==> src/verilog/pdp8_types_pkg.sv <==
/*
   PDP-8 data types
   Widths of the machine word, the address and the instruction fields,
   and the vector types built on them for the fetch and decode unit
*/
package pdp8_types_pkg;

   // Machine word and memory address
   localparam int word_w = 12;
   localparam int addr_w = 12;

   // Instruction fields
   // Major opcode sits in the top three bits of the word
   localparam int opcode_w = 3;
   // Page offset plus the indirect and page bits
   localparam int offset_w = 9;

   // One-hot decode vectors
   localparam int mem_op_w = 6;
   localparam int op7_op_w = 22;

   typedef logic [word_w-1:0]   word_t;
   typedef logic [addr_w-1:0]   addr_t;
   typedef logic [opcode_w-1:0] opcode_t;
   typedef logic [offset_w-1:0] offset_t;

   // One bit per memory-reference instruction from AND to JMP
   typedef logic [mem_op_w-1:0] mem_op_t;

   // One bit per supported operate microinstruction
   typedef logic [op7_op_w-1:0] op7_op_t;

endpackage
==> src/verilog/pdp8_isa_pkg.sv <==
/*
   PDP-8 instruction set definitions
   Major opcodes, full-word operate codes, the bit positions of the
   one-hot decode vectors and the fetch sequencer states
*/
package pdp8_isa_pkg;

   import pdp8_types_pkg::*;

   // ------------------------------------------------------------------
   // Major opcodes
   // ------------------------------------------------------------------
   localparam opcode_t op_and = 3'o0;
   localparam opcode_t op_tad = 3'o1;
   localparam opcode_t op_isz = 3'o2;
   localparam opcode_t op_dca = 3'o3;
   localparam opcode_t op_jms = 3'o4;
   localparam opcode_t op_jmp = 3'o5;
   localparam opcode_t op_iot = 3'o6;
   localparam opcode_t op_opr = 3'o7;

   // ------------------------------------------------------------------
   // Operate microinstructions matched on the whole word
   // ------------------------------------------------------------------
   // Group 1
   localparam word_t code_nop     = 12'o7000;
   localparam word_t code_iac     = 12'o7001;
   localparam word_t code_ral     = 12'o7004;
   localparam word_t code_rtl     = 12'o7006;
   localparam word_t code_rar     = 12'o7010;
   localparam word_t code_rtr     = 12'o7012;
   localparam word_t code_cml     = 12'o7020;
   localparam word_t code_cma     = 12'o7040;
   localparam word_t code_cia     = 12'o7041;
   localparam word_t code_cll     = 12'o7100;
   localparam word_t code_cla1    = 12'o7200;
   localparam word_t code_cla_cll = 12'o7300;
   // Group 2
   localparam word_t code_hlt     = 12'o7402;
   localparam word_t code_osr     = 12'o7404;
   localparam word_t code_skp     = 12'o7410;
   localparam word_t code_snl     = 12'o7420;
   localparam word_t code_szl     = 12'o7430;
   localparam word_t code_sza     = 12'o7440;
   localparam word_t code_sna     = 12'o7450;
   localparam word_t code_sma     = 12'o7500;
   localparam word_t code_spa     = 12'o7510;
   localparam word_t code_cla2    = 12'o7600;

   // Bit positions within mem_op_t
   localparam int bit_and = 0;
   localparam int bit_tad = 1;
   localparam int bit_isz = 2;
   localparam int bit_dca = 3;
   localparam int bit_jms = 4;
   localparam int bit_jmp = 5;

   // Bit positions within op7_op_t in the order of the codes
   localparam int bit_nop     = 0;
   localparam int bit_iac     = 1;
   localparam int bit_ral     = 2;
   localparam int bit_rtl     = 3;
   localparam int bit_rar     = 4;
   localparam int bit_rtr     = 5;
   localparam int bit_cml     = 6;
   localparam int bit_cma     = 7;
   localparam int bit_cia     = 8;
   localparam int bit_cll     = 9;
   localparam int bit_cla1    = 10;
   localparam int bit_cla_cll = 11;
   localparam int bit_hlt     = 12;
   localparam int bit_osr     = 13;
   localparam int bit_skp     = 14;
   localparam int bit_snl     = 15;
   localparam int bit_szl     = 16;
   localparam int bit_sza     = 17;
   localparam int bit_sna     = 18;
   localparam int bit_sma     = 19;
   localparam int bit_spa     = 20;
   localparam int bit_cla2    = 21;

   // Fetch sequencer states
   typedef enum logic [2:0] {
      st_first,
      st_request,
      st_data,
      st_exec_wait,
      st_done
   } fetch_state_e;

endpackage

==> src/verilog/ifd_top.sv <==
/*
   PDP-8 instruction fetch and decode unit
   Fetch sequencer feeding the decoder, with one instruction in
   flight and the execution unit pacing fetches through stall
*/
`timescale 1ns/100ps

module ifd_top #(
   parameter pdp8_types_pkg::addr_t start_addr = 12'o200
) (
   input  logic                    clk,
   input  logic                    rst,
   input  logic                    stall,
   input  pdp8_types_pkg::addr_t   pc_value,
   input  pdp8_types_pkg::word_t   rd_data,
   output logic                    rd_req,
   output pdp8_types_pkg::addr_t   rd_addr,
   output pdp8_types_pkg::mem_op_t mem_op,
   output pdp8_types_pkg::op7_op_t op7_op,
   output pdp8_types_pkg::offset_t mem_offset,
   output logic                    unsupported,
   output logic                    dec_valid
);

   // Read data qualifier from sequencer to decoder
   logic data_valid;

   ifd_fetch_ctrl #(
      .start_addr (start_addr)
   ) u_fetch_ctrl (
      .clk        (clk),
      .rst        (rst),
      .stall      (stall),
      .pc_value   (pc_value),
      .rd_req     (rd_req),
      .rd_addr    (rd_addr),
      .data_valid (data_valid)
   );

   ifd_decoder u_decoder (
      .clk         (clk),
      .rst         (rst),
      .data_valid  (data_valid),
      .rd_data     (rd_data),
      .mem_op      (mem_op),
      .op7_op      (op7_op),
      .mem_offset  (mem_offset),
      .unsupported (unsupported),
      .dec_valid   (dec_valid)
   );

endmodule

==> src/verilog/ifd_decoder.sv <==
/*
   Instruction decoder
   Splits the fetched word into a one-hot memory-reference vector or a
   one-hot operate vector, keeps the page offset and flags words the
   execution unit cannot run. Results are registered when the read
   data is valid and hold until the next instruction.
*/
`timescale 1ns/100ps

module ifd_decoder (
   input  logic                    clk,
   input  logic                    rst,
   input  logic                    data_valid,
   input  pdp8_types_pkg::word_t   rd_data,
   output pdp8_types_pkg::mem_op_t mem_op,
   output pdp8_types_pkg::op7_op_t op7_op,
   output pdp8_types_pkg::offset_t mem_offset,
   output logic                    unsupported,
   output logic                    dec_valid
);

   import pdp8_types_pkg::*;
   import pdp8_isa_pkg::*;

   opcode_t opcode;
   mem_op_t next_mem_op;
   op7_op_t next_op7_op;
   offset_t next_offset;
   logic    next_unsupported;

   assign opcode = rd_data[word_w-1 -: opcode_w];

   // ------------------------------------------------------------------
   // Decode of the word on rd_data
   // ------------------------------------------------------------------
   always_comb begin
      next_mem_op      = '0;
      next_op7_op      = '0;
      next_offset      = '0;
      next_unsupported = 1'b0;

      // Memory-reference words carry I, Z and the page address
      if (opcode <= op_jmp) begin
         next_offset = rd_data[offset_w-1:0];
      end

      case (opcode)
         op_and: next_mem_op[bit_and] = 1'b1;
         op_tad: next_mem_op[bit_tad] = 1'b1;
         op_isz: next_mem_op[bit_isz] = 1'b1;
         op_dca: next_mem_op[bit_dca] = 1'b1;
         op_jms: next_mem_op[bit_jms] = 1'b1;
         op_jmp: next_mem_op[bit_jmp] = 1'b1;

         // No IO devices here, so IOT runs as a NOP
         op_iot: begin
            next_op7_op[bit_nop] = 1'b1;
            next_unsupported     = 1'b1;
         end

         op_opr: begin
            case (rd_data)
               code_nop:     next_op7_op[bit_nop]     = 1'b1;
               code_iac:     next_op7_op[bit_iac]     = 1'b1;
               code_ral:     next_op7_op[bit_ral]     = 1'b1;
               code_rtl:     next_op7_op[bit_rtl]     = 1'b1;
               code_rar:     next_op7_op[bit_rar]     = 1'b1;
               code_rtr:     next_op7_op[bit_rtr]     = 1'b1;
               code_cml:     next_op7_op[bit_cml]     = 1'b1;
               code_cma:     next_op7_op[bit_cma]     = 1'b1;
               code_cia:     next_op7_op[bit_cia]     = 1'b1;
               code_cll:     next_op7_op[bit_cll]     = 1'b1;
               code_cla1:    next_op7_op[bit_cla1]    = 1'b1;
               code_cla_cll: next_op7_op[bit_cla_cll] = 1'b1;
               code_hlt:     next_op7_op[bit_hlt]     = 1'b1;
               code_osr:     next_op7_op[bit_osr]     = 1'b1;
               code_skp:     next_op7_op[bit_skp]     = 1'b1;
               code_snl:     next_op7_op[bit_snl]     = 1'b1;
               code_szl:     next_op7_op[bit_szl]     = 1'b1;
               code_sza:     next_op7_op[bit_sza]     = 1'b1;
               code_sna:     next_op7_op[bit_sna]     = 1'b1;
               code_sma:     next_op7_op[bit_sma]     = 1'b1;
               code_spa:     next_op7_op[bit_spa]     = 1'b1;
               code_cla2:    next_op7_op[bit_cla2]    = 1'b1;
               // Microcoded combinations outside the table
               default: begin
                  next_op7_op[bit_nop] = 1'b1;
                  next_unsupported     = 1'b1;
               end
            endcase
         end
      endcase
   end

   // ------------------------------------------------------------------
   // Output registers
   // ------------------------------------------------------------------
   always_ff @(posedge clk) begin
      if (rst) begin
         mem_op      <= '0;
         op7_op      <= '0;
         mem_offset  <= '0;
         unsupported <= 1'b0;
         dec_valid   <= 1'b0;
      end else begin
         dec_valid <= data_valid;
         if (data_valid) begin
            mem_op      <= next_mem_op;
            op7_op      <= next_op7_op;
            mem_offset  <= next_offset;
            unsupported <= next_unsupported;
         end
      end
   end

endmodule

==> src/verilog/ifd_fetch_ctrl.sv <==
/*
   Instruction fetch sequencer
   Issues one memory read per instruction, flags the cycle in which
   the read data is valid, then waits for the execution unit to drop
   stall before fetching from its PC. Fetching stops for good once
   the PC comes back to the start address.
*/
`timescale 1ns/100ps

module ifd_fetch_ctrl #(
   parameter pdp8_types_pkg::addr_t start_addr = 12'o200
) (
   input  logic                  clk,
   input  logic                  rst,
   input  logic                  stall,
   input  pdp8_types_pkg::addr_t pc_value,
   output logic                  rd_req,
   output pdp8_types_pkg::addr_t rd_addr,
   output logic                  data_valid
);

   import pdp8_isa_pkg::*;

   fetch_state_e state;

   // High during the cycle the decoder presents its new outputs.
   // The execution unit only reacts to stall after that cycle
   logic dec_cycle;

   // ------------------------------------------------------------------
   // Strobes decoded from the state
   // ------------------------------------------------------------------
   // Read strobe lasts exactly the one cycle spent in st_request
   assign rd_req = (state == st_request);

   // Memory answers one cycle after the request
   assign data_valid = (state == st_data);

   // ------------------------------------------------------------------
   // Sequencer
   // ------------------------------------------------------------------
   always_ff @(posedge clk) begin
      if (rst) begin
         state     <= st_first;
         rd_addr   <= '0;
         dec_cycle <= 1'b0;
      end else begin
         case (state)
            // First instruction always comes from the start address
            st_first: begin
               rd_addr <= start_addr;
               state   <= st_request;
            end

            st_request: begin
               state <= st_data;
            end

            st_data: begin
               dec_cycle <= 1'b1;
               state     <= st_exec_wait;
            end

            st_exec_wait: begin
               if (dec_cycle) begin
                  // Let the decoded outputs be seen before sampling stall
                  dec_cycle <= 1'b0;
               end else if (!stall) begin
                  if (pc_value == start_addr) begin
                     // Program wrapped back to its entry point
                     state <= st_done;
                  end else begin
                     rd_addr <= pc_value;
                     state   <= st_request;
                  end
               end
            end

            // Only reset leaves this state
            st_done: begin
               state <= st_done;
            end

            default: begin
               state <= st_first;
            end
         endcase
      end
   end

endmodule

==> config.mk <==
export PLATFORM = sky130hd
export DESIGN_NAME = ifd_top
export DESIGN_NICKNAME = d
export VERILOG_FILES = /design/src/verilog/pdp8_types_pkg.sv /design/src/verilog/pdp8_isa_pkg.sv /design/src/verilog/ifd_top.sv /design/src/verilog/ifd_decoder.sv /design/src/verilog/ifd_fetch_ctrl.sv
export SDC_FILE = /design/constraint.sdc
export NUM_CORES = 1
export LEC_CHECK = 0
export BUFFER_PORTS_ARGS = -buffer_cell sky130_fd_sc_hd__buf_2
export CELL_PAD_IN_SITES_DETAIL_PLACEMENT = 2
export CELL_PAD_IN_SITES_GLOBAL_PLACEMENT = 2
export CORE_ASPECT_RATIO = 1.1
export CORE_MARGIN = 2
export CORE_UTILIZATION = 31
export CTS_BUF_LIST = sky130_fd_sc_hd__clkbuf_4 sky130_fd_sc_hd__clkbuf_8
export DETAILED_ROUTE_END_ITERATION = 12
export PLACE_DENSITY = 0.89
export SETUP_SLACK_MARGIN = 0.15
export SYNTH_ARGS = -nofsm -noshare
export SYNTH_HDL_FRONTEND = slang
export SYNTH_SLANG_ARGS = --single-unit
==> constraint.sdc <==
create_clock -name clk -period 2.6 [get_ports clk]
set_input_delay 0.39 -clock clk [delete_from_list [all_inputs] [get_ports clk]]
set_output_delay 0.39 -clock clk [all_outputs]
set_load 0.01 [all_outputs]
==> results.py <==
metrics = {
    "placed_design": {
        "dp_hpwl_mm": 6.11,
        "dp.cells": 443,
        "gp_congestion": 0.878,
        "io_buffers": 78,
    },
    "die": {
        "die_area_um2": 8360,
        "io_pins": 79,
        "start_util": 0.319,
        "core_area_um2": 7430,
        "die_y_um": 95.7,
        "fp.dieW_um": 87.4,
        "num_rows": 33,
    },
    "yosys": {
        "synth-warning-count": 0,
        "synthMuxAreaShare": 0,
        "synthAdderAreaFrac": 0,
        "synth_compound_gate_area_share": 0.169,
        "syn_avg_cell_area_um2": 8.01,
        "synth_top_area_share": 0.464,
        "synth_xor_area_frac": 0.0111,
        "synthFlopType": "dfxtp_1",
        "yosys-top-cells-area": "dfxtp_1 46%, nor2_1 8.7%, a21oi_1 7.8%, a22oi_1 4.1%, and3_1 3.4%",
        "synth_top_family_by_area": "simple AND/OR/NAND/NOR gates",
        "yosys.area_share.simple": 0.301,
        "ys_ff_latch": 55,
        "ys_async_sr_fraction": 0,
        "seq_area_frac_synth": 0.464,
        "synth_area_um2": 2370,
        "syn_nets": 323,
        "synth_edf_count": 0,
        "yosys.area.top_type": "dfxtp_1",
        "netlist_instances": 296,
        "yosysUniqueCellTypes": 40,
    },
    "global_route": {
        "grt_use_met2": 0.381,
        "busiest_layer": "met2",
        "grt_pass1_wl_mm": 13.5,
        "use_met1": 0.248,
        "grt_pass1_vias": 2653,
        "overflow": 0,
        "antenna_found_initial": 0,
        "grt.total_usage": 0.206,
        "grt_max_degree": 38,
        "use_met3": 0.0360,
    },
    "flow_run": {
        "maxCapViolCount": 0,
    },
    "outcome": {
        "status": "finished clean",
    },
    "cts": {
        "ctsRootBufferMaster": "clkbuf_8",
        "post_cts_resized": 0,
        "cts_num_sinks": 55,
        "tritoncts": "yes",
        "hold_buffers": 0,
        "cts_setup_buffers": 0,
        "cts_buffers": 5,
        "h-tree-depth": 2,
        "clk_pin_slew_ns": 0.11,
        "clockBufferDepth": 2,
        "clock_latency_ns": 0.31,
    },
    "setup_path": {
        "arrival_ns": 1.99,
        "worstPathCellList": "nand4bb_1 > a31oi_1 > o21ai_0 > buf_4 > nor3b_1 > nor3_1",
        "worstPathRequired_ns": 2.77,
        "cpPeakStageDelay_ns": 0.50,
        "critPathKind": "reg -> reg",
        "crit_fanout": 10,
        "end_kind": "register",
        "crit_path_top_delay_cell": "dfxtp_1",
        "worstSetupStartpointType": "register",
    },
    "finish": {
        "diodes": 0,
        "fin_nets": 390,
        "layout.cells.non_filler": 451,
        "drive_above_1_share": 0.272,
        "fill_cells": 874,
        "area_growth_pct": 24.5,
        "final_core_util": 0.397,
    },
    "sta": {
        "period_needed_ns": 1.82,
        "hold_violations": 0,
        "rsz0062_at_grt": "false",
        "worstMarginPinSlew_ns": 0.731,
        "setup-violations-final": 0,
        "setup_tns_ns": 0,
        "maxSlewHeadroom": 0.513,
        "max_freq_mhz": 549,
        "report.final.slew_viol_count": 0,
        "skew_ns": 0.00656,
        "fin_crit_sh": 0.701,
    },
    "power": {
        "comb_power_share": 0.121,
        "switchingPower_uw": 454,
        "p_leak_uw": 0.00127,
        "power_density_nw_per_um2": 600,
        "p_clk_frac": 0.383,
        "ir_drop_uv": 210,
        "seq_power_share": 0.496,
        "p_int_uw": 1320,
        "p_sw_frac": 0.256,
    },
    "drt": {
        "wl_per_cell_um": 18.4,
        "via_per_inst": 5.52,
        "wirelength_mm": 8.31,
        "drcViolationCount": 0,
        "first_pass_iters": 4,
        "postRouteAntennaNets": 0,
        "vias": 2491,
        "drt_iter0_drc": 109,
    },
    "worst_hold_path": {
        "hp-class": "in -> reg",
    },
}
[critical path: cells and delay by family, from the launching register on]
family | cells | cell delay [ns]
simple gates | 3 | 0.54
buf+inv | 1 | 0.21
flops | 1 | 0.50
compound gates | 2 | 0.43
[sequential cells by signal (all words and copies together), names as in the netlist]
name / flops
u_fetch_ctrl.rd_addr: 12
u_decoder.mem_offset: 9
u_fetch_ctrl.dec_cycle: 1
u_decoder.dec_valid: 1
u_decoder.op7_op: 22
u_decoder.unsupported: 1
u_decoder.mem_op: 6
u_fetch_ctrl.state: 3
[synth_stat cells, types with 3 or more instances]
cell / count
a22oi_1: 13
or4b_2: 3
a21oi_1: 37
buf_2: 8
nor2_1: 55
nor4b_1: 5
nor4_1: 6
inv_1: 5
nor3_1: 11
nand3_1: 14
dfxtp_1: 55
nand4_1: 4
nand2_1: 21
clkbuf_1: 14
nand4b_1: 3
and3_1: 13
o21ai_0: 3
[final timing paths]
| check | startpoint | to | slack, ns | depth (start not counted) |
|---|---|---|---|---|
| max | u_fetch_ctrl.state[1]$_SDFFE_PP0P_ | u_fetch_ctrl.rd_addr[7]$_SDFFE_PP0P_ | 0.78 | 6 |
| max reg2reg | u_fetch_ctrl.state[1]$_SDFFE_PP0P_ | u_fetch_ctrl.rd_addr[7]$_SDFFE_PP0P_ | 0.78 | 6 |
| min reg2reg | u_decoder.mem_offset[1]$_SDFFE_PP0P_ | u_decoder.mem_offset[1]$_SDFFE_PP0P_ | 0.45 | 2 |
| min | rd_data[6] | u_decoder.mem_offset[6]$_SDFFE_PP0P_ | 0.38 | 3 |
[per-stage QoR]
stage          worst slack, ns  hold slack, ns  cell area [µm²]  power, µW
6_report                 0.778           0.375             2950       1770
2_1_floorplan            0.781           0.459             2370       1020
3_5_place_dp             0.546           0.445             2820       1110
4_1_cts                  0.789           0.362             2950       1790
5_1_grt                  0.592           0.395             2950       1850
3_3_place_gp             0.638           0.435             2820       1100
[power groups by stage]
stage               clock [µW]  sequential [µW]  combinational (µW)
global route               731              882                 239
detailed placement           0              899                 215
CTS                        695              880                 216
global placement             0              896                 204
finish                     678              879                 215
floorplan                    0              902                 123
[metal layers]
metal  wire (µm)  share of wire
met1        3570           0.43
met2        4360           0.52
met3         282          0.034
met4         101          0.012
met5           0              0
[layout by cell type (no fill, tap or decap), types with 7 or more instances in the layout]
cell type	count
a22oi_1	13
buf_2	78
and3_1	13
a21oi_1	37
nand3_1	13
nor3_1	11
dfxtp_1	55
nand2_1	21
nor2_1	55
buf_4	7
[cell families (layout without fill, tap and decap cells)]
kind of cell / Yosys count / after routing
xor gates and xnor gates: 3 / 3
AOI/OAI and AO/OA: 65 / 65
buffers and inverters: 30 / 98
and+or+nand+nor: 143 / 143
DFF: 55 / 55
[layout make-up]
| class | count | area (µm²) | share of cell area |
|---|---|---|---|
| sequential | 55 | 1100 | 0.373 |
| multi-input combinational | 211 | 1140 | 0.388 |
| inverter | 5 | 18.8 | 0.00636 |
| clock buffer | 5 | 68.8 | 0.0233 |
| timing repair buffer | 85 | 443 | 0.150 |
| clock inverter | 3 | 67.6 | 0.0229 |
| tap | 87 | 109 | 0.0369 |
Power figures use the tool's default switching activity.
